[src/epu_pkg.sv]
`default_nettype none

package epu_pkg;

  // Buffer geometry
  localparam int BUF_DEPTH = 512;
  localparam int WIDX_W    = 9;     // Word index into a buffer

  // Host port
  localparam int HADDR_W   = 13;    // Bits 12..11 pick the buffer, 10..2 the word
  localparam int HDATA_W   = 32;

  typedef logic signed [7:0]  act_t;  // Weights and activations
  typedef logic signed [31:0] acc_t;  // Biases and results

  typedef enum logic [1:0] {
    BUF_WEIGHT = 2'd0,
    BUF_ACT    = 2'd1,
    BUF_BIAS   = 2'd2,
    BUF_RESULT = 2'd3
  } buf_sel_e;

  // Owner of the SRAM port inside a buffer wrapper
  typedef enum logic [2:0] {
    IDLE    = 3'd0,
    EPU_RW  = 3'd1,
    HOST_AR = 3'd2,
    HOST_R  = 3'd3,
    HOST_W  = 3'd4
  } buf_state_e;

endpackage

`default_nettype wire
[src/epu_engine.sv]
`timescale 1ns/1ps
`default_nettype none

module epu_engine (
  input  logic                       clk,
  input  logic                       rst,
  input  logic                       start_i,
  input  logic [epu_pkg::WIDX_W:0]   len_i,
  output logic                       busy_o,
  output logic                       done_o,
  output logic                       run_start_o,
  output logic                       run_finish_o,
  // Shared read port of weight, activation and bias buffers
  output logic                       rd_cs_o,
  output logic [epu_pkg::WIDX_W-1:0] rd_addr_o,
  input  epu_pkg::act_t              w_rdata_i,
  input  epu_pkg::act_t              a_rdata_i,
  input  epu_pkg::acc_t              b_rdata_i,
  // Result buffer write port
  output logic                       res_cs_o,
  output logic                       res_wreq_o,
  output logic [epu_pkg::WIDX_W-1:0] res_addr_o,
  output epu_pkg::acc_t              res_wdata_o
);

  import epu_pkg::*;

  logic              busy_q;
  logic              done_q;
  logic              issuing_q;
  logic [WIDX_W-1:0] issue_cnt_q;
  logic [WIDX_W:0]   len_q;
  logic              last_issue;

  // Stage 0 read data, stage 1 product, stage 2 result write
  logic [2:0]        vld_q;
  logic [WIDX_W-1:0] idx_q [3];

  logic signed [2*$bits(act_t)-1:0] prod_q;
  acc_t                             bias_q;
  acc_t                             sum_q;

  assign run_start_o = start_i && !busy_q;  // Start while busy is dropped
  assign last_issue  = ({1'b0, issue_cnt_q} == len_q - 1'b1);

  always_ff @(posedge clk or posedge rst) begin
    if (rst) begin
      busy_q      <= 1'b0;
      done_q      <= 1'b0;
      issuing_q   <= 1'b0;
      issue_cnt_q <= '0;
      vld_q       <= '0;
    end else begin
      done_q <= run_finish_o;
      vld_q  <= {vld_q[1:0], issuing_q};
      if (run_start_o) begin
        busy_q      <= 1'b1;
        issuing_q   <= 1'b1;
        issue_cnt_q <= '0;
      end else begin
        if (issuing_q) begin
          issue_cnt_q <= issue_cnt_q + 1'b1;
          if (last_issue) issuing_q <= 1'b0;
        end
        if (run_finish_o) busy_q <= 1'b0;  // Drops with done
      end
    end
  end

  always_ff @(posedge clk) begin
    if (run_start_o) len_q <= len_i;
    idx_q[0] <= issue_cnt_q;
    idx_q[1] <= idx_q[0];
    idx_q[2] <= idx_q[1];
    prod_q   <= w_rdata_i * a_rdata_i;       // 8x8 signed, full width
    bias_q   <= b_rdata_i;
    sum_q    <= bias_q + acc_t'(prod_q);     // Wraps at 32 bits
  end

  assign busy_o       = busy_q;
  assign done_o       = done_q;
  assign rd_cs_o      = issuing_q;
  assign rd_addr_o    = issue_cnt_q;
  assign res_cs_o     = vld_q[2];
  assign res_wreq_o   = vld_q[2];
  assign res_addr_o   = idx_q[2];
  assign res_wdata_o  = sum_q;
  assign run_finish_o = vld_q[2] && ({1'b0, idx_q[2]} == len_q - 1'b1);

  a_res_addr_in_len : assert property (
    @(posedge clk) disable iff (rst)
    res_cs_o |-> ({1'b0, res_addr_o} <= len_q - 1'b1)
  ) else $error("epu_engine: result address %0d beyond len %0d", res_addr_o, len_q);

  a_len_nonzero : assert property (
    @(posedge clk) disable iff (rst) run_start_o |-> (len_i != '0)
  ) else $error("epu_engine: run started with len 0");

endmodule

`default_nettype wire

[config.mk]
export PLATFORM = sky130hd
export DESIGN_NAME = epu_engine
export DESIGN_NICKNAME = d
export VERILOG_FILES = /design/src/epu_pkg.sv /design/src/epu_engine.sv
export SDC_FILE = /design/constraint.sdc
export NUM_CORES = 1
export LEC_CHECK = 0
export BUFFER_PORTS_ARGS = -buffer_cell sky130_fd_sc_hd__buf_2
export CAP_MARGIN = 20
export CORE_MARGIN = 3
export CORE_UTILIZATION = 58
export DETAILED_ROUTE_END_ITERATION = 6
export GPL_ROUTABILITY_DRIVEN = 0
export PLACE_DENSITY = 0.81
export SYNTH_ARGS = -nofsm -noshare
export SYNTH_HDL_FRONTEND = slang
export SYNTH_SLANG_ARGS = --single-unit
[constraint.sdc]
create_clock -name clk -period 2.83 [get_ports clk]
set_input_delay 0.283 -clock clk [delete_from_list [all_inputs] [get_ports clk]]
set_output_delay 0.283 -clock clk [all_outputs]
set_load 0.05 [all_outputs]
# Yosys cells after proc, flatten, opt, wreduce, memory -nomap -nowiden
# Memory sizes are Yosys's and may differ from the RTL's.
# Cells that the tools add are included.
[classes]
addsub = 3
n_mul = 1
eq_ne = 2
mux = 7
reduce_logical = 5
[ops]
columns = ["op", "count"]
rows = [
  ["$add 32x16->32", 1],
  ["$eq 9x10->1", 2],
  ["$mux 9", 2],
  ["$mul 8x8->16", 1],
  ["$sub 10x1->10 const B", 1],
  ["$add 9x1->9 const B", 1],
  ["$mux 1", 5],
  ["$reduce_bool 2->1", 2],
  ["$logic_and 1x1->1", 2],
  ["$logic_not 1->1", 1],
]
[totals]
register_bits = 105
ram_bits = 27
in_bits = 61
output_inout_bits = 57
word_cells = 28
n_memories = 1
[mem_list]
columns = ["name", "words", "word_bits", "rd", "rd_clocked_by_memory_dff", "write_ports", "line", "source"]
rows = [
  ["idx_q", 3, 9, 3, 0, 3, "epu_engine.sv:37", "logic [WIDX_W-1:0] idx_q [3];"],
]

# Longest topological paths before layout
[logic_depth]
ltp_word = 5
depth_mapped = 18
ltp_nobuf = 18

# Worst setup path after synthesis
# No wires, ideal clock.
[synth_timing]
kind = "input -> register"
from = "input a_rdata_i[4]"
to = "register prod_q[14]"
arrival_ns = 4.126
setup_slack_ns = -1.402
stages = 17
n_path_buf = 0
cell_sequence = "and2_1 -> fa_1 -> inv_1 -> fa_1 -> inv_1 -> fa_1 -> inv_1 -> fa_1 -> inv_1 -> ha_1 -> o21ai_0 -> a21boi_0 -> o21ai_0 -> a21boi_0 -> o21a_1 -> o21a_1 -> o311ai_0"
[synth_between]
elab_chain_cells = 1
[synth_lines]
columns = ["element", "line", "source"]
rows = [
  ["start: declaration", "epu_engine.sv:17", "input epu_pkg::act_t a_rdata_i,"],
  ["$mul 8x8->16", "epu_engine.sv:75", "prod_q <= w_rdata_i * a_rdata_i;"],
  ["end signal: assignment", "epu_engine.sv:75", ""],
  ["end: declaration", "epu_engine.sv:39", "logic signed [2*$bits(act_t)-1:0] prod_q;"],
]
# Every way passes these cells.
# A chain may end at the register's enable or synchronous reset.

# Final worst setup path
[layout_timing]
from = "input a_rdata_i[2]"
to = "register prod_q[14]"
# Same word-level chain as after synthesis.

==> flow_summary.html <==
<table>
<tr><th>Metric</th><th>Value</th></tr>
<tr><th colspan="2">Global routing</th></tr>
<tr><td>Largest net degree at the start of global routing</td><td>24</td></tr>
<tr><td>Overflow left after global routing</td><td>0</td></tr>
<tr><td>First-pass GRT wire length</td><td>29000 µm</td></tr>
<tr><td>Overall Global Routing Usage</td><td>24.9%</td></tr>
<tr><td>Via count of the first global-routing pass</td><td>6263</td></tr>
<tr><td>Initial antenna violation count</td><td>0</td></tr>
<tr><th colspan="2">Clock network</th></tr>
<tr><td>CTS clock-pin slew for the worst setup and hold paths</td><td>0.06 ns</td></tr>
<tr><td>TritonCTS Buffers</td><td>17</td></tr>
<tr><td>Sinks on the clock net</td><td>132</td></tr>
<tr><td># H-tree levels</td><td>4</td></tr>
<tr><td>Clock Latency Late Sink</td><td>0.42 ns</td></tr>
<tr><td>Clk buf depth</td><td>2</td></tr>
<tr><td>CTS tree</td><td>built</td></tr>
<tr><td>Root Buffer</td><td>sky130_fd_sc_hd__clkbuf_16</td></tr>
<tr><th colspan="2">Run status</th></tr>
<tr><td>Outcome</td><td>finished, violations left</td></tr>
<tr><td>Failing checks</td><td>negative setup slack</td></tr>
<tr><th colspan="2">Power</th></tr>
<tr><td>Peak ir drop on the vdd network</td><td>around 0.0012 V</td></tr>
<tr><td>LEAKAGE</td><td>0.00481 µW</td></tr>
<tr><td>Power density normalized to cell area</td><td>between 1000 and 1500 nW/µm²</td></tr>
<tr><th colspan="2">Place</th></tr>
<tr><td>Post-Place Cells</td><td>1085</td></tr>
<tr><td>Placed instance area</td><td>8910 µm²</td></tr>
<tr><td>Post-DP HPWL</td><td>12400 µm</td></tr>
<tr><td>Port Buffer Count</td><td>117</td></tr>
<tr><th colspan="2">Synth</th></tr>
<tr><td>Number of warnings issued by yosys</td><td>0</td></tr>
<tr><td>Synth Net Count</td><td>944</td></tr>
<tr><td>Syn Area/Cell</td><td>10.2 µm²</td></tr>
<tr><td>Sequential fraction of the synthesis area</td><td>about 36%</td></tr>
<tr><td>Commonest cells in the synthesized netlist</td><td>109 x sky130_fd_sc_hd__inv_1, 107 x sky130_fd_sc_hd__dfxtp_1, 62 x sky130_fd_sc_hd__ha_1, 56 x sky130_fd_sc_hd__fa_1, 47 x sky130_fd_sc_hd__and2_1</td></tr>
<tr><td>Leading cell types by total area after synthesis</td><td>sky130_fd_sc_hd__dfxtp_1 28%, sky130_fd_sc_hd__fa_1 14%, sky130_fd_sc_hd__ha_1 10%</td></tr>
<tr><td>Number of library cell types mapped by synthesis</td><td>66</td></tr>
<tr><td>Number of synthesized flops with an enable pin</td><td>10</td></tr>
<tr><td>Top FF cell, synth</td><td>sky130_fd_sc_hd__dfxtp_1</td></tr>
<tr><td>Synth top area share</td><td>27.6%</td></tr>
<tr><td>Post-synthesis instance area</td><td>7760 µm²</td></tr>
<tr><td>Synth area leader</td><td>sky130_fd_sc_hd__dfxtp_1</td></tr>
<tr><td>Dominant cell by count in the synthesized netlist</td><td>sky130_fd_sc_hd__inv_1</td></tr>
<tr><td>#FFs+latches synth</td><td>around 130</td></tr>
<tr><td>Count of mapped cells out of synthesis</td><td>765</td></tr>
<tr><td>Fraction of registers with async set/reset</td><td>11.4%</td></tr>
<tr><th colspan="2">STA</th></tr>
<tr><td>Worst slew margin relative to its limit</td><td>61.2%</td></tr>
<tr><td>Number of setup violations in the final report</td><td>10</td></tr>
<tr><td>Final Critical Period</td><td>3.76 ns</td></tr>
<tr><td>Worst clock skew on the final layout</td><td>0.0133 ns</td></tr>
<tr><td>RSZ-0062 raised after global routing</td><td>yes</td></tr>
<tr><td>Crit share post-route</td><td>133%</td></tr>
<tr><td>Worst Max-Slew Pin Slew</td><td>0.582 ns</td></tr>
<tr><td>Pins Over Slew Limit</td><td>0</td></tr>
<tr><td>Max Freq</td><td>266 MHz</td></tr>
<tr><td>Minimum setup slack in the final design</td><td>-0.928 ns</td></tr>
<tr><td>Final number of hold-violating endpoints</td><td>0</td></tr>
<tr><th colspan="2">Route</th></tr>
<tr><td>Post-detailed-route wirelength per cell</td><td>roughly 15 µm</td></tr>
<tr><td>DRC violation count after routing</td><td>0</td></tr>
<tr><td>Final Routed Wirelength</td><td>17700 µm</td></tr>
<tr><td>Antenna Violating Nets Remaining</td><td>0</td></tr>
<tr><td>DRT iter0 DRCs</td><td>between 300 and 400</td></tr>
<tr><td>Drt first pass iters</td><td>5</td></tr>
<tr><td>Routed via count</td><td>6061</td></tr>
<tr><td>Drt via density</td><td>around 5.2</td></tr>
<tr><th colspan="2">Die</th></tr>
<tr><td>Effective utilization at floorplan</td><td>about three fifths</td></tr>
<tr><td>Die Outline Area</td><td>14800 µm²</td></tr>
<tr><td>Horiz. Die Dim</td><td>122 µm</td></tr>
<tr><td>Vertical die dimension</td><td>122 µm</td></tr>
<tr><td>Area of the core region</td><td>approximately 13000 µm²</td></tr>
<tr><td>Row cnt</td><td>a little over 40</td></tr>
<tr><td>IO Pins</td><td>118</td></tr>
<tr><th colspan="2">Layout</th></tr>
<tr><td>Post-route insts no fill</td><td>between 1000 and 1500</td></tr>
<tr><td>Final Net Count</td><td>between 1000 and 1500</td></tr>
<tr><td>Layout filler cell count</td><td>765</td></tr>
<tr><td>Non-Filler Cell Area, Final</td><td>10300 µm²</td></tr>
<tr><td>Fraction of final layout cells sized beyond drive strength 1</td><td>29.0%</td></tr>
<tr><td>Layout-stage area growth over the synthesis result</td><td>32.0%</td></tr>
<tr><td>Core utilization of the finished layout</td><td>around four fifths</td></tr>
<tr><th colspan="2">Setup path</th></tr>
<tr><td>R2r startpoint</td><td>bias_q[0]$_DFF_P_</td></tr>
<tr><td>Max stage delay cell, worst path</td><td>sky130_fd_sc_hd__fa_1</td></tr>
<tr><td>Worst endpoint data arrival time</td><td>4.04 ns</td></tr>
<tr><td>Crit-path most repeated cell</td><td>sky130_fd_sc_hd__fa_1</td></tr>
<tr><td>Minimum setup slack among reg-to-reg paths</td><td>between 0.2 and 0.25 ns</td></tr>
<tr><td>Crit Path Max Fanout</td><td>4</td></tr>
<tr><td>Launch point of the critical path</td><td>a_rdata_i[2]</td></tr>
<tr><td>Type of the worst setup path</td><td>in -&gt; reg</td></tr>
<tr><td>Cell Chain, Critical Path</td><td>buf_8 -&gt; and2_4 -&gt; fa_1 -&gt; inv_2 -&gt; fa_1 -&gt; inv_2 -&gt; fa_1 -&gt; inv_1 -&gt; fa_1 -&gt; inv_2 -&gt; ha_4 -&gt; o21ai_4 -&gt; a21boi_2 -&gt; o21ai_2 -&gt; a21boi_2 -&gt; o21a_1 -&gt; buf_6 -&gt; o211ai_1 -&gt; o311ai_1</td></tr>
<tr><td>Number of buffers and inverters on the critical path</td><td>6</td></tr>
<tr><td>Crit path capture type</td><td>register</td></tr>
<tr><td>Required time worst endpoint</td><td>approximately 3.1 ns</td></tr>
<tr><td>Largest stage delay on the critical path</td><td>0.54 ns</td></tr>
<tr><td>Largest delay share family, worst path</td><td>adder cells</td></tr>
<tr><td>Type of element launching the critical path</td><td>input port</td></tr>
<tr><th colspan="2">Hold path</th></tr>
<tr><td>Worst Hold Launch</td><td>len_i[7]</td></tr>
<tr><td>Worst hold path class</td><td>in -&gt; reg</td></tr>
<tr><th colspan="2">Run</th></tr>
<tr><td>Max-cap check violation count</td><td>0</td></tr>
</table>
[layout make-up]
type | instances | area [µm²] | share of cell area, %
multi-input cells | 505 | 4700 | 45.9
flip-flops and latches | 132 | 2820 | 27.5
repair buffers | 211 | 1470 | 14.4
clock buffers | 21 | 482 | 4.70
inverters | 109 | 412 | 4.01
well taps | 172 | 215 | 2.10
clock inverters | 11 | 148 | 1.44
diodes | 1 | 2.50 | 0.0244
[sequential cells by signal, indices dropped and copies added (netlist names)]
signal       cells
bias_q          32
res_wdata_o     32
idx_q           27
prod_q          16
len_q           10
rd_addr_o        9
vld_q            3
busy_o           1
done_o           1
rd_cs_o          1
[where the power goes]
group | internal (µW) | total (µW) | switching [µW]
Sequential | 2620 | 3040 | 416
Clock | 1490 | 2290 | 801
Combinational | 2920 | 7260 | 4340
[kinds of logic after synthesis]
kind of cell | Yosys count | share of synthesized area [%]
adders and majority gates | 118 | 24.4
DFF | 132 | 36.3
AOI/OAI and AO/OA | 121 | 11.2
buffers and inverters | 128 | 6.74
and+or+nand+nor | 200 | 13.9
muxes | 3 | 0.403
xor gates and xnor gates | 63 | 7.11
[path summary, 6_finish.rpt]
check,to,depth (start not counted)
max,prod_q[14]$_DFF_P_,19
min,len_q[7]$_DFFE_PP_,1
max reg2reg,res_wdata_o[18]$_DFF_P_,12
min reg2reg,idx_q[0][14]$_DFF_P_,0
max in group asynchronous,vld_q[0]$_DFF_PP0_,3
min in group asynchronous,done_o$_DFF_PP0_,3
[layer usage]
metal  vias up  track usage [%]  wire, µm
met4         0             6.79       289
met2       186             45.1      9430
li1       2957                -         -
met3        29             7.29       991
met1      2889             28.7      7020
met5         -                0         0
[through the flow]
stage	hold slack (ns)	power, µW	setup slack (ns)	TNS [ns]
after floorplan	0.184	8040	-1.04	-6.31
after global placement	0.310	9480	-1.29	-9.53
after detailed placement	0.312	9640	-1.34	-9.84
after CTS	0.0261	12300	-0.858	-5.12
after global routing	0.0259	13500	-1.07	-6.65
final	0.0461	12600	-0.928	-5.56
[placed cells by master (no fill, tap or decap), drive strengths merged, types with 22 or more instances in the layout]
master	n
a21oi	32
and2	47
buf	177
clkbuf	22
dfxtp	107
dlygate4sd3	33
fa	56
ha	62
inv	111
nand2	37
nor2	40
o21ai	23
xnor2	38
xor2	25
[timing repair]
action | CTS | global route
hold buffers | 33 | 0
setup buffers | 9 | 2
gates resized for setup | 44 | 46
setup endpoints to repair | 10 | 15
pin swaps | 36 | 36
hold endpoints to repair | 47 | 0
No activity file was read; power rests on OpenSTA's default activity.
