===== config.mk =====
export PLATFORM = sky130hd
export DESIGN_NAME = epu_host_decoder
export DESIGN_NICKNAME = d
export VERILOG_FILES = /design/src/epu_pkg.sv /design/src/epu_host_decoder.sv
export SDC_FILE = /design/constraint.sdc
export NUM_CORES = 1
export LEC_CHECK = 0
export BUFFER_PORTS_ARGS = -buffer_cell sky130_fd_sc_hd__buf_2
export CORE_MARGIN = 4
export CORE_UTILIZATION = 30
export CTS_CLUSTER_SIZE = 25
export DETAILED_ROUTE_END_ITERATION = 10
export PLACE_DENSITY_LB_ADDON = 0.1
export SLEW_MARGIN = 30
export SYNTH_ARGS = -nofsm -noshare
export SYNTH_HDL_FRONTEND = slang
export SYNTH_SLANG_ARGS = --single-unit

===== constraint.sdc =====
create_clock -name clk -period 4.2 [get_ports clk]
set_input_delay 0.84 -clock clk [delete_from_list [all_inputs] [get_ports clk]]
set_output_delay 0.84 -clock clk [all_outputs]
set_load 0.01 [all_outputs]

===== src/epu_pkg.sv =====
`default_nettype none

package epu_pkg;

  // Buffer geometry
  localparam int BUF_DEPTH = 512;
  localparam int WIDX_W    = 9;     // Word index into a buffer

  // Host port
  localparam int HADDR_W   = 13;    // Bits 12..11 pick the buffer, 10..2 the word
  localparam int HDATA_W   = 32;

  typedef logic signed [7:0]  act_t;  // Weights and activations
  typedef logic signed [31:0] acc_t;  // Biases and results

  typedef enum logic [1:0] {
    BUF_WEIGHT = 2'd0,
    BUF_ACT    = 2'd1,
    BUF_BIAS   = 2'd2,
    BUF_RESULT = 2'd3
  } buf_sel_e;

  // Owner of the SRAM port inside a buffer wrapper
  typedef enum logic [2:0] {
    IDLE    = 3'd0,
    EPU_RW  = 3'd1,
    HOST_AR = 3'd2,
    HOST_R  = 3'd3,
    HOST_W  = 3'd4
  } buf_state_e;

endpackage

`default_nettype wire

===== src/epu_host_decoder.sv =====
`timescale 1ns/1ps
`default_nettype none

module epu_host_decoder (
  input  logic                        clk,
  input  logic                        rst,
  input  logic [epu_pkg::HADDR_W-1:0] host_addr_i,
  input  logic                        host_rd_i,
  input  logic                        busy_i,
  output logic [3:0]                  enb_o,
  output logic [epu_pkg::WIDX_W-1:0]  widx_o,
  input  logic [3:0]                  rvalid_i,
  input  epu_pkg::act_t               rdata_w_i,
  input  epu_pkg::act_t               rdata_a_i,
  input  epu_pkg::acc_t               rdata_b_i,
  input  epu_pkg::acc_t               rdata_r_i,
  output logic                        host_rvalid_o,
  output logic [epu_pkg::HDATA_W-1:0] host_rdata_o
);

  import epu_pkg::*;

  localparam int ACT_W = $bits(act_t);

  buf_sel_e sel;
  buf_sel_e rd_sel_q;

  assign sel    = buf_sel_e'(host_addr_i[HADDR_W-1 -: 2]);
  assign widx_o = host_addr_i[WIDX_W+1:2];  // Byte address to word index

  // Host is locked out for the whole run
  always_comb begin
    enb_o = '0;
    if (!busy_i) enb_o[sel] = 1'b1;
  end

  // Strobes are far enough apart that one pending read is enough
  always_ff @(posedge clk or posedge rst) begin
    if (rst) begin
      rd_sel_q <= BUF_WEIGHT;
    end else if (host_rd_i) begin
      rd_sel_q <= sel;
    end
  end

  assign host_rvalid_o = |rvalid_i;

  always_comb begin
    case (rd_sel_q)
      BUF_WEIGHT: host_rdata_o = {{(HDATA_W-ACT_W){rdata_w_i[ACT_W-1]}}, rdata_w_i};
      BUF_ACT:    host_rdata_o = {{(HDATA_W-ACT_W){rdata_a_i[ACT_W-1]}}, rdata_a_i};
      BUF_BIAS:   host_rdata_o = rdata_b_i;
      default:    host_rdata_o = rdata_r_i;
    endcase
  end

endmodule

`default_nettype wire


After elaboration in Yosys (flattened, before gate mapping)
Index checks and enable logic that the tools add are counted.

storage, ports and cells
  register bits = 2
  latch bits = 0
  RAM bits = 0
  ROM bits = 0
  input bits = 101
  output and inout port bits = 46
  word-level logic and storage cells = 12
  memories = 0

cells by class
  add/sub/neg operators = 0
  $mul = 0
  div/mod/pow operators = 0
  order comparisons = 2
  equality and inequality tests = 2
  shift-type cells = 0
  mux-type cells = 4
  bitwise gates (word level) = 0
  reductions and logical operators = 3

operators with widths
  cell                                                  count
  case mux 32 bit (3 select lines)                      1
  2-to-1 mux 4 bit                                      1
  OR reduction 4 bit                                    1
  < comparator 2 x 3 -> 1 bit (second input constant)   1
  demux 1 bit (select 2 bit)                            1
  == test 2 x 1 -> 1 bit (second input constant)        1
  == test 2 bit (second input constant)                 1
  >= comparator 2 x 1 -> 1 bit (second input constant)  1
  logical NOT 2 bit                                     1
  logical AND 1 bit                                     1
  2-to-1 mux 1 bit                                      1

Logic depth before layout (Yosys ltp)
Gate-level depths: netlist of the first run.

  depth after elaboration = 5
  depth in mapped cells = 4
  gate-level depth less buffers = 1

Least setup slack after synthesis of the first run
No wires, ideal clock.

  path type = input to output
  start point = input rdata_a_i[7]
  end point = output host_rdata_o[10] (netlist bit)
  data arrival time = 1483 ps
  data required time = 3360 ps
  setup slack = 1877 ps
  stages = 2
  buffers on the path = 1
  cells stage by stage = clkbuf_1 -> mux4_2

on the way
  word-level cells in the longest chain between the ends = 1

RTL lines
  item                              RTL line                RTL
  start, declared                   epu_host_decoder.sv:14  input epu_pkg::act_t rdata_a_i,
  case mux 32 bit (3 select lines)  epu_host_decoder.sv:49  case (rd_sel_q)
  end, declared                     epu_host_decoder.sv:18  output logic [epu_pkg::HDATA_W-1:0] host_rdata_o

No other way between the ends.

Final worst setup path of the first run
  start point = register rd_sel_q[1]
  end point = output host_rdata_o[21] (netlist bit)

on the way
  word-level cells in the longest chain between the ends = 2
  elaborated cells between the ends (all ways) = 4
  classes of those cells = 2 x eq/ne; 1 x mux; 1 x reduce/logical

RTL lines
  item                                         RTL line                RTL
  start, declared                              epu_host_decoder.sv:26  buf_sel_e rd_sel_q;
  start signal, assigned                       epu_host_decoder.sv:42  rd_sel_q <= sel;
  == test 2 bit, or another cell as far along  epu_host_decoder.sv:49
  case mux 32 bit (3 select lines) *           epu_host_decoder.sv:49

Every way passes the cells marked *; elsewhere a longest branch is shown, timed or not.

==> out/metrics.cfg, run 1 <==
[finish]
largest_registers=rd_sel_q: 2 flops
largest_reg_flops=2
n_antenna_cell=0
regArea_um2=52.6
fillers=317
final_nets=275
multi_input_area_um2=787
regMostFlops=rd_sel_q
area_growth_pct=52.7
drive_gt1_share_pct=94.8

[floorplanning]
start_util_pct=32.5
die_area_mm2=0.00441
core-area_mm2=0.00315
chipHeight_um=66.4
row_count=20
chipWidth_um=66.4
ioPinCount=147

[route]
drc=0
drt-total-wl_mm=3.44
ant_nets=0
avgRoutedWirePerCell_um=15.9
vias=1081
via_per_inst=4.98
first_pass_iters=4
dr.first_iter.drc_count=13

[sta]
period_minus_slack_ns=2.83
rsz0062_at_grt=false
final_max_slew_viol_count=0
worst_pin_slew_ns=0.904
max-slew-margin-rel_pct=39.7
post-route-period-util_pct=67.4
skew_ns=0
setup_tns_ns=0
whs_ns=0.453
finalHoldViolations=0
max_freq_mhz=353
setup_ws_ns=1.37
finalSetupViolations=0

[run]
cap_violations=0

[critical_path]
crit_arrival_ns=1.99
crit_chain=mux4_1 > buf_2
critical_path.top_delay_family=flip-flops
slowest_stage=dfrtp_2
crit_required_ns=3.36
critical_path_class=reg2out
critPathBufInv=1
critPathLaunchType=flip-flop
slowest_delay_ns=0.96
worstPathMaxFanout=33
endpoint_kind=primary output

[cts]
path_clk_slew_ns=0.04
clkLatencyLatePin_ns=0.23
cts_hold_buf=0
cts_tree=built
ctsRootBufferMaster=clkbuf_4
cts_inserted_buffers=3
cts_sinks=2
cts.path.max_buffers=2
cts_resized=0
post_cts_buffers=0
cts_max_level=1

[placed_design]
io_buffers=126
place.gp.congestion=0.638
pre_cts_ws_ns=1.50
dp_hpwl_mm=2.74

[global_route]
grt_use_total_pct=14.7
overflow=0
antenna_found_initial=0
grt_max_degree=34
grt_pass1_wl_mm=4.98
grt_pass1_vias=1152

[yosys]
syn_area_per_cell_um2=16.2
ys_seq_elements=2
yosysWarnings=0
synth.distinct_cells=13
syn_area_mm2=0.00102
ys_seq_area_share_pct=4.89
synth_cells=63
syn_nets=164

[run_status]
status=completed

[power]
power.leakage_nw=0.776
peakVddDrop_mv=0.0923
pwr_density_cell_mw_per_mm2=196

[hold_path]
hp-class=in2async

[synth_stat cells]
cell / instances / area, um2
mux4_2: 30 / 676
buf_4: 11 / 82.6
buf_6: 4 / 45.0
clkbuf_1: 4 / 15.0
buf_12: 2 / 40.0
dfrtp_1: 2 / 50.1
mux2_2: 2 / 22.5
mux4_1: 2 / 52.6
nor3b_1: 2 / 15.0
and3b_1: 1 / 8.76
inv_1: 1 / 3.75
nor3_1: 1 / 5.00
or4_1: 1 / 7.51
[layout by cell type, fill, tap and decap left out, drive strengths merged]
| master | netlist | routed |
|---|---|---|
| clkbuf | 4 | 4 |
| buf | 17 | 127 |
| dfrtp | 2 | 2 |
| inv | 1 | 1 |
| nor3 | 1 | 1 |
| mux2 | 2 | 2 |
| and3b | 1 | 1 |
| or4 | 1 | 1 |
| nor3b | 2 | 2 |
| mux4 | 32 | 32 |
[cells by family after synthesis]
group | count (synthesis) | synth area share [%]
buf+inv | 22 | 18.2
flops | 2 | 4.89
mux | 34 | 73.3
simple gates | 5 | 3.54
[final cells by class]
class	instances	share of cell area, %
Sequential cell	2	3.36
Timing Repair Buffer	127	40.8
Tap cell	44	3.52
Clock buffer	4	1.68
Inverter	1	0.240
Multi-Input combinational cell	39	50.4
[final timing paths]
| kind | from | endpoint | slack [ns] | depth (start not counted) |
|---|---|---|---|---|
| max | rd_sel_q[1] | host_rdata_o[21] | 1.37 | 2 |
| min | rst | rd_sel_q[1] | 0.45 | 2 |
| max reg2reg | rd_sel_q[1] | rd_sel_q[1] | 2.87 | 1 |
| min reg2reg | rd_sel_q[0] | rd_sel_q[0] | 1.02 | 1 |
| max in group asynchronous | rst | rd_sel_q[0] | 3.62 | 2 |
| min in group clk | host_rd_i | rd_sel_q[1] | 0.89 | 2 |
[layer usage]
metal,vias to the layer above,part of all wire (%),global-route usage [%]
met3,8,11,2.89
met1,517,31,14.0
met4,0,0.84,5.58
li1,493,-,-
met2,63,57,29.7
met5,-,0,0
[power breakdown]
group | total, mW | internal, mW | switching (mW)
logic | 0.212 | 0.136 | 0.0757
clock network | 0.0495 | 0.0355 | 0.0140
registers | 0.0455 | 0.0212 | 0.0243
total | 0.307 | 0.193 | 0.114
[stage by stage]
step | area [um2] | util (%) | cells | power [mW]
floorplan | 1020 | - | 63 | 0.192
global placement | 1540 | 48.7 | 213 | 0.257
detailed placement | 1540 | 48.7 | 213 | 0.262
CTS | 1560 | 49.5 | 217 | 0.315
global route | 1560 | 49.6 | 217 | 0.330
finish | 1560 | 49.6 | 217 | 0.307
Note: power is estimated with default switching activity, not from simulation.
==> run 2, diff against run 1 <==
--- a/config.mk
+++ b/config.mk
@@ -7,7 +7,7 @@
 export LEC_CHECK = 0
 export BUFFER_PORTS_ARGS = -buffer_cell sky130_fd_sc_hd__buf_2
 export CORE_MARGIN = 4
-export CORE_UTILIZATION = 30
+export CORE_UTILIZATION = 28
 export CTS_CLUSTER_SIZE = 25
 export DETAILED_ROUTE_END_ITERATION = 10
 export PLACE_DENSITY_LB_ADDON = 0.1
==> constraint.sdc (replaced) <==
create_clock -name clk -period 2.3 [get_ports clk]
set_input_delay 0.46 -clock clk [delete_from_list [all_inputs] [get_ports clk]]
set_output_delay 0.46 -clock clk [all_outputs]
set_load 0.01 [all_outputs]
==> out/metrics.cfg, run 2 (synthesized netlist as in run 1, its figures left out) <==
[run_status]
status=completed

[finish]
largest_reg_flops=2
drive_gt1_share_pct=94.3
final_nets=278
regMostFlops=rd_sel_q
mostFrequentLayoutCells=126 x buf_2, 30 x mux4_2, 3 x clkbuf_8, 3 x buf_4
n_antenna_cell=0
regArea_um2=51.3
final_cell_count_no_fill=222
largest_registers=rd_sel_q: 2 flops
multi_input_area_um2=787
area_growth_pct=58.1
fillers=348
final_common_cell=buf_2

[global_route]
grt_use_total_pct=13.2
grt_max_degree=26
grt_pass1_vias=1139
antenna_found_initial=0
overflow=0
grt_pass1_wl_mm=4.82

[critical_path]
crit_arrival_ns=1.55
slowest_delay_ns=0.58
crit_required_ns=1.84
endpoint_kind=primary output
critical_path_class=reg2out
critPathLaunchType=flip-flop
worstPathMaxFanout=17
slowest_stage=mux4_1
crit_chain=buf_4 > mux4_1 > buf_2

[cts]
cts_hold_buf=0
cts_inserted_buffers=3
cts_sinks=2
clkLatencyLatePin_ns=0.21
path_clk_slew_ns=0.03
cts.path.max_buffers=2
post_cts_buffers=0
ctsRootBufferMaster=clkbuf_8
cts_max_level=1
cts_resized=0
cts_tree=built

[sta]
finalHoldViolations=0
rsz0062_at_grt=false
post-route-period-util_pct=87.5
whs_ns=0.0923
period_minus_slack_ns=2.01
skew_ns=0
max_freq_mhz=497
final_max_slew_viol_count=0
finalSetupViolations=0
setup_tns_ns=0
max-slew-margin-rel_pct=75.7
worst_pin_slew_ns=0.364

[power]
pwr_density_cell_mw_per_mm2=388
power.leakage_nw=0.804
peakVddDrop_mv=0.212

[run]
cap_violations=0

[placed_design]
io_buffers=126
dp_cells=218
dp_hpwl_mm=2.83
place.gp.congestion=0.680

[floorplanning]
chipWidth_um=68.5
core-area_mm2=0.00344
die_area_mm2=0.00469
row_count=21
chipHeight_um=68.5
ioPinCount=147
start_util_pct=29.7

[route]
dr.first_iter.drc_count=35
ant_nets=0
drt-total-wl_mm=3.30
avgRoutedWirePerCell_um=14.9
first_pass_iters=4
drc=0
via_per_inst=4.94
vias=1096

[hold_path]
hp-class=in2async

## run 2: cell count changes in the layout (fill, tap and decap cells not counted), sizes merged
cell / previous run / this run
buf: 127 / 130
## run 2: path summary, 6_finish.rpt
path | startpoint | endpoint | slack (ns) | cells after the start
max in group asynchronous | rst | rd_sel_q[1] | 2.08 | 2
hold / removal | rst | rd_sel_q[1] | 0.09 | 2
hold reg to reg | rd_sel_q[0] | rd_sel_q[0] | 0.72 | 1
setup / recovery | rd_sel_q[1] | host_rdata_o[21] | 0.29 | 3
setup reg to reg | rd_sel_q[1] | rd_sel_q[1] | 1.28 | 2
min in group clk | host_rd_i | rd_sel_q[0] | 0.52 | 2
## run 2: per-layer routing
| layer | wire, um | part of all wire, % | vias to the layer above | GRT usage [%] |
|---|---|---|---|---|
| li1 | - | - | 498 | - |
| met1 | 1090 | 33 | 519 | 14.3 |
| met2 | 1740 | 53 | 77 | 25.4 |
| met3 | 461 | 14 | 2 | 2.46 |
| met4 | 6 | 0.18 | 0 | 4.22 |
| met5 | 0 | 0 | - | 0 |
## run 2: layout make-up
| cell class | count | area share (%) |
|---|---|---|
| Multi-Input combinational cell | 39 | 48.6 |
| Inverter | 1 | 0.232 |
| Sequential cell | 2 | 3.17 |
| Tap cell | 46 | 3.56 |
| Clock buffer | 4 | 2.78 |
| Timing Repair Buffer | 130 | 41.6 |
## run 2: critical path: cells and delay by family (launching register included)
kind	cells	cell delay (ns)
buffers and inverters	2	0.42
DFF	1	0.34
muxes	1	0.58
## run 2: power breakdown
part	switching [mW]	internal, mW
Sequential	0.00502	0.0393
Clock	0.0300	0.118
Combinational	0.176	0.259
Total	0.211	0.416
## run 2: through the flow
| stage | area, um2 | setup WS [ns] | power (mW) | util, % |
|---|---|---|---|---|
| final | 1620 | 0.288 | 0.627 | 47.0 |
| after global routing | 1620 | 0.198 | 0.677 | 47.0 |
| after CTS | 1620 | 0.258 | 0.642 | 47.0 |
| after detailed placement | 1570 | 0.478 | 0.488 | 45.7 |
| after global placement | 1570 | 0.473 | 0.483 | 45.7 |
| after floorplan | 1020 | 0.714 | 0.350 | - |
==> run 3, diff against run 2 <==
--- a/config.mk
+++ b/config.mk
@@ -5,9 +5,10 @@
 export SDC_FILE = /design/constraint.sdc
 export NUM_CORES = 1
 export LEC_CHECK = 0
+export ABC_AREA = 1
 export BUFFER_PORTS_ARGS = -buffer_cell sky130_fd_sc_hd__buf_2
 export CORE_MARGIN = 4
-export CORE_UTILIZATION = 28
+export CORE_UTILIZATION = 30
 export CTS_CLUSTER_SIZE = 25
 export DETAILED_ROUTE_END_ITERATION = 10
 export PLACE_DENSITY_LB_ADDON = 0.1
==> constraint.sdc (replaced) <==
create_clock -name clk -period 2.14 [get_ports clk]
set_input_delay 0.428 -clock clk [delete_from_list [all_inputs] [get_ports clk]]
set_output_delay 0.428 -clock clk [all_outputs]
set_load 0.01 [all_outputs]
==> out/metrics.cfg, run 3 <==
[route]
ant_nets=0
avgRoutedWirePerCell_um=13.7
vias=1613
first_pass_iters=4
drt-total-wl_mm=4.27
drc=0
via_per_inst=5.19
dr.first_iter.drc_count=48

[yosys]
synth-async-reset-ratio_pct=100
synthTopCellsByArea=nand3_1 35%, nand4_1 19%, buf_6 13%
yosysWarnings=0
muxShareOfSynthArea_pct=0
syn_area_per_cell_um2=6.39
synthXorXnorAreaFrac_pct=0
synth_top_family_by_area=simple AND/OR/NAND/NOR gates
synth_cells=159
yosys-top-cells-count=71 x nand3_1, 31 x nand4_1, 12 x buf_6
synth_compound_area_share_pct=0.985
syn_area_mm2=0.00102
ys_seq_elements=2
yosysMostFrequentCell=nand3_1
ys.flop_type=dfrtp_1
synth_area_leader_cell=nand3_1
synth-edff-count=0
ys_seq_area_share_pct=4.93
netlist.area_leader.share_pct=35.0
syn_nets=260
synthSimpleGateAreaFrac_pct=64.9
synth_fa_ha_area_share_pct=0
synth.distinct_cells=17

[sta]
finalHoldViolations=0
worst_pin_slew_ns=0.437
finalSetupViolations=0
period_minus_slack_ns=1.99
skew_ns=0
max_freq_mhz=503
max-slew-margin-rel_pct=70.9
rsz0062_at_grt=false
final_max_slew_viol_count=0
setup_tns_ns=0
post-route-period-util_pct=92.9

[floorplanning]
row_count=20
start_util_pct=32.2
ioPinCount=147
chipHeight_um=66.2
core-area_mm2=0.00315
die_area_mm2=0.00438
chipWidth_um=66.2

[finish]
area_growth_pct=48.0
final_common_cell=buf_2
regMostFlops=rd_sel_q
drive_gt1_share_pct=52.8
final_util_pct=47.7
largest_registers=rd_sel_q: 2 flops
n_antenna_cell=0
largest_reg_flops=2
final_nets=369
mostFrequentLayoutCells=126 x buf_2, 71 x nand3_1, 31 x nand4_1

[power]
power.leakage_nw=0.830
pwr_density_cell_mw_per_mm2=390
p_total_mw=0.587
peakVddDrop_mv=0.169

[global_route]
antenna_found_initial=0
grt_pass1_vias=1601
grt_pass1_wl_mm=6.59
grt_max_degree=47
overflow=0
grt_use_total_pct=18.3

[cts]
cts_tree=built
cts_inserted_buffers=3
cts_max_level=1
cts_hold_buf=0
clkLatencyLatePin_ns=0.22
path_clk_slew_ns=0.04
cts.path.max_buffers=2
cts_sinks=2
ctsRootBufferMaster=clkbuf_4

[critical_path]
crit_arrival_ns=1.56
critical_path_class=reg2out
slowest_stage=dfrtp_2
crit_required_ns=1.71
startpoint=rd_sel_q[1]
critPathLaunchType=flip-flop
endpoint_kind=primary output
slowest_delay_ns=0.40
worstPathMaxFanout=25
crit_chain=buf_4 > nor2_4 > nand2_4 > nand4_1 > buf_2
r2r_start=rd_sel_q[0]

[hold_path]
hp-class=in2async

[placed_design]
io_buffers=126
place.gp.congestion=0.679
dp_hpwl_mm=3.33

[run_status]
status=completed

[run]
cap_violations=0

[run 3: final cells by class]
| type | count | area [um2] |
|---|---|---|
| Inverter | 5 | 18.8 |
| Sequential cell | 2 | 51.3 |
| Tap cell | 44 | 55.1 |
| Multi-Input combinational cell | 124 | 677 |
| Fill cell | 386 | 1650 |
| Timing Repair Buffer | 132 | 676 |
| Clock buffer | 4 | 26.3 |
[run 3: final timing paths]
path                                   end  slack (ns)  cells past startpoint
hold reg to reg                rd_sel_q[1]        0.65                      2
setup / recovery           host_rdata_o[7]        0.15                      5
hold / removal                 rd_sel_q[1]        0.04                      2
setup reg to reg               rd_sel_q[0]        1.16                      3
max in group asynchronous      rd_sel_q[1]        1.99                      2
min in group clk               rd_sel_q[1]        0.42                      2
[run 3: power breakdown]
part	internal [mW]	leakage, nW	switching, mW
sequential	0.0418	0.0232	0.00536
combinational	0.194	0.792	0.250
clock	0.0695	0.0150	0.0260
total	0.305	0.830	0.281
[run 3: routing by layer]
metal,wire length (um),vias up,global-route usage (%)
met5,0,-,0
met4,32,0,5.33
met3,519,6,5.78
met2,2190,85,35.7
met1,1520,718,18.1
li1,-,804,-
[run 3: logic make-up (layout without fill, tap and decap cells)]
group | count (synthesis) | in the layout
flip-flops | 2 | 2
buffers and inverters | 33 | 141
AO/OA/AOI/OAI | 2 | 2
AND/OR/NAND/NOR | 122 | 122
[run 3: metrics by stage]
stage,worst slack [ns],hold slack (ns),std cells,cell area [um2]
after floorplan,0.705,0.169,159,1020
after global placement,0.284,0.278,307,1470
after detailed placement,0.304,0.279,307,1470
after CTS,0.0525,0.0321,311,1500
after global routing,0.0199,0.0405,311,1500
final,0.151,0.0367,311,1500
[run 3: critical path: cells and delay by family (launching register included)]
family | cells | cell delay [ns]
buf+inv | 2 | 0.35
flops | 1 | 0.40
simple gates | 3 | 0.56
[run 3: timing repair]
| action | CTS | global route |
|---|---|---|
| setup endpoints to repair | 0 | 25 |
| resized for setup | 0 | 1 |
| setup buffers | 0 | 0 |
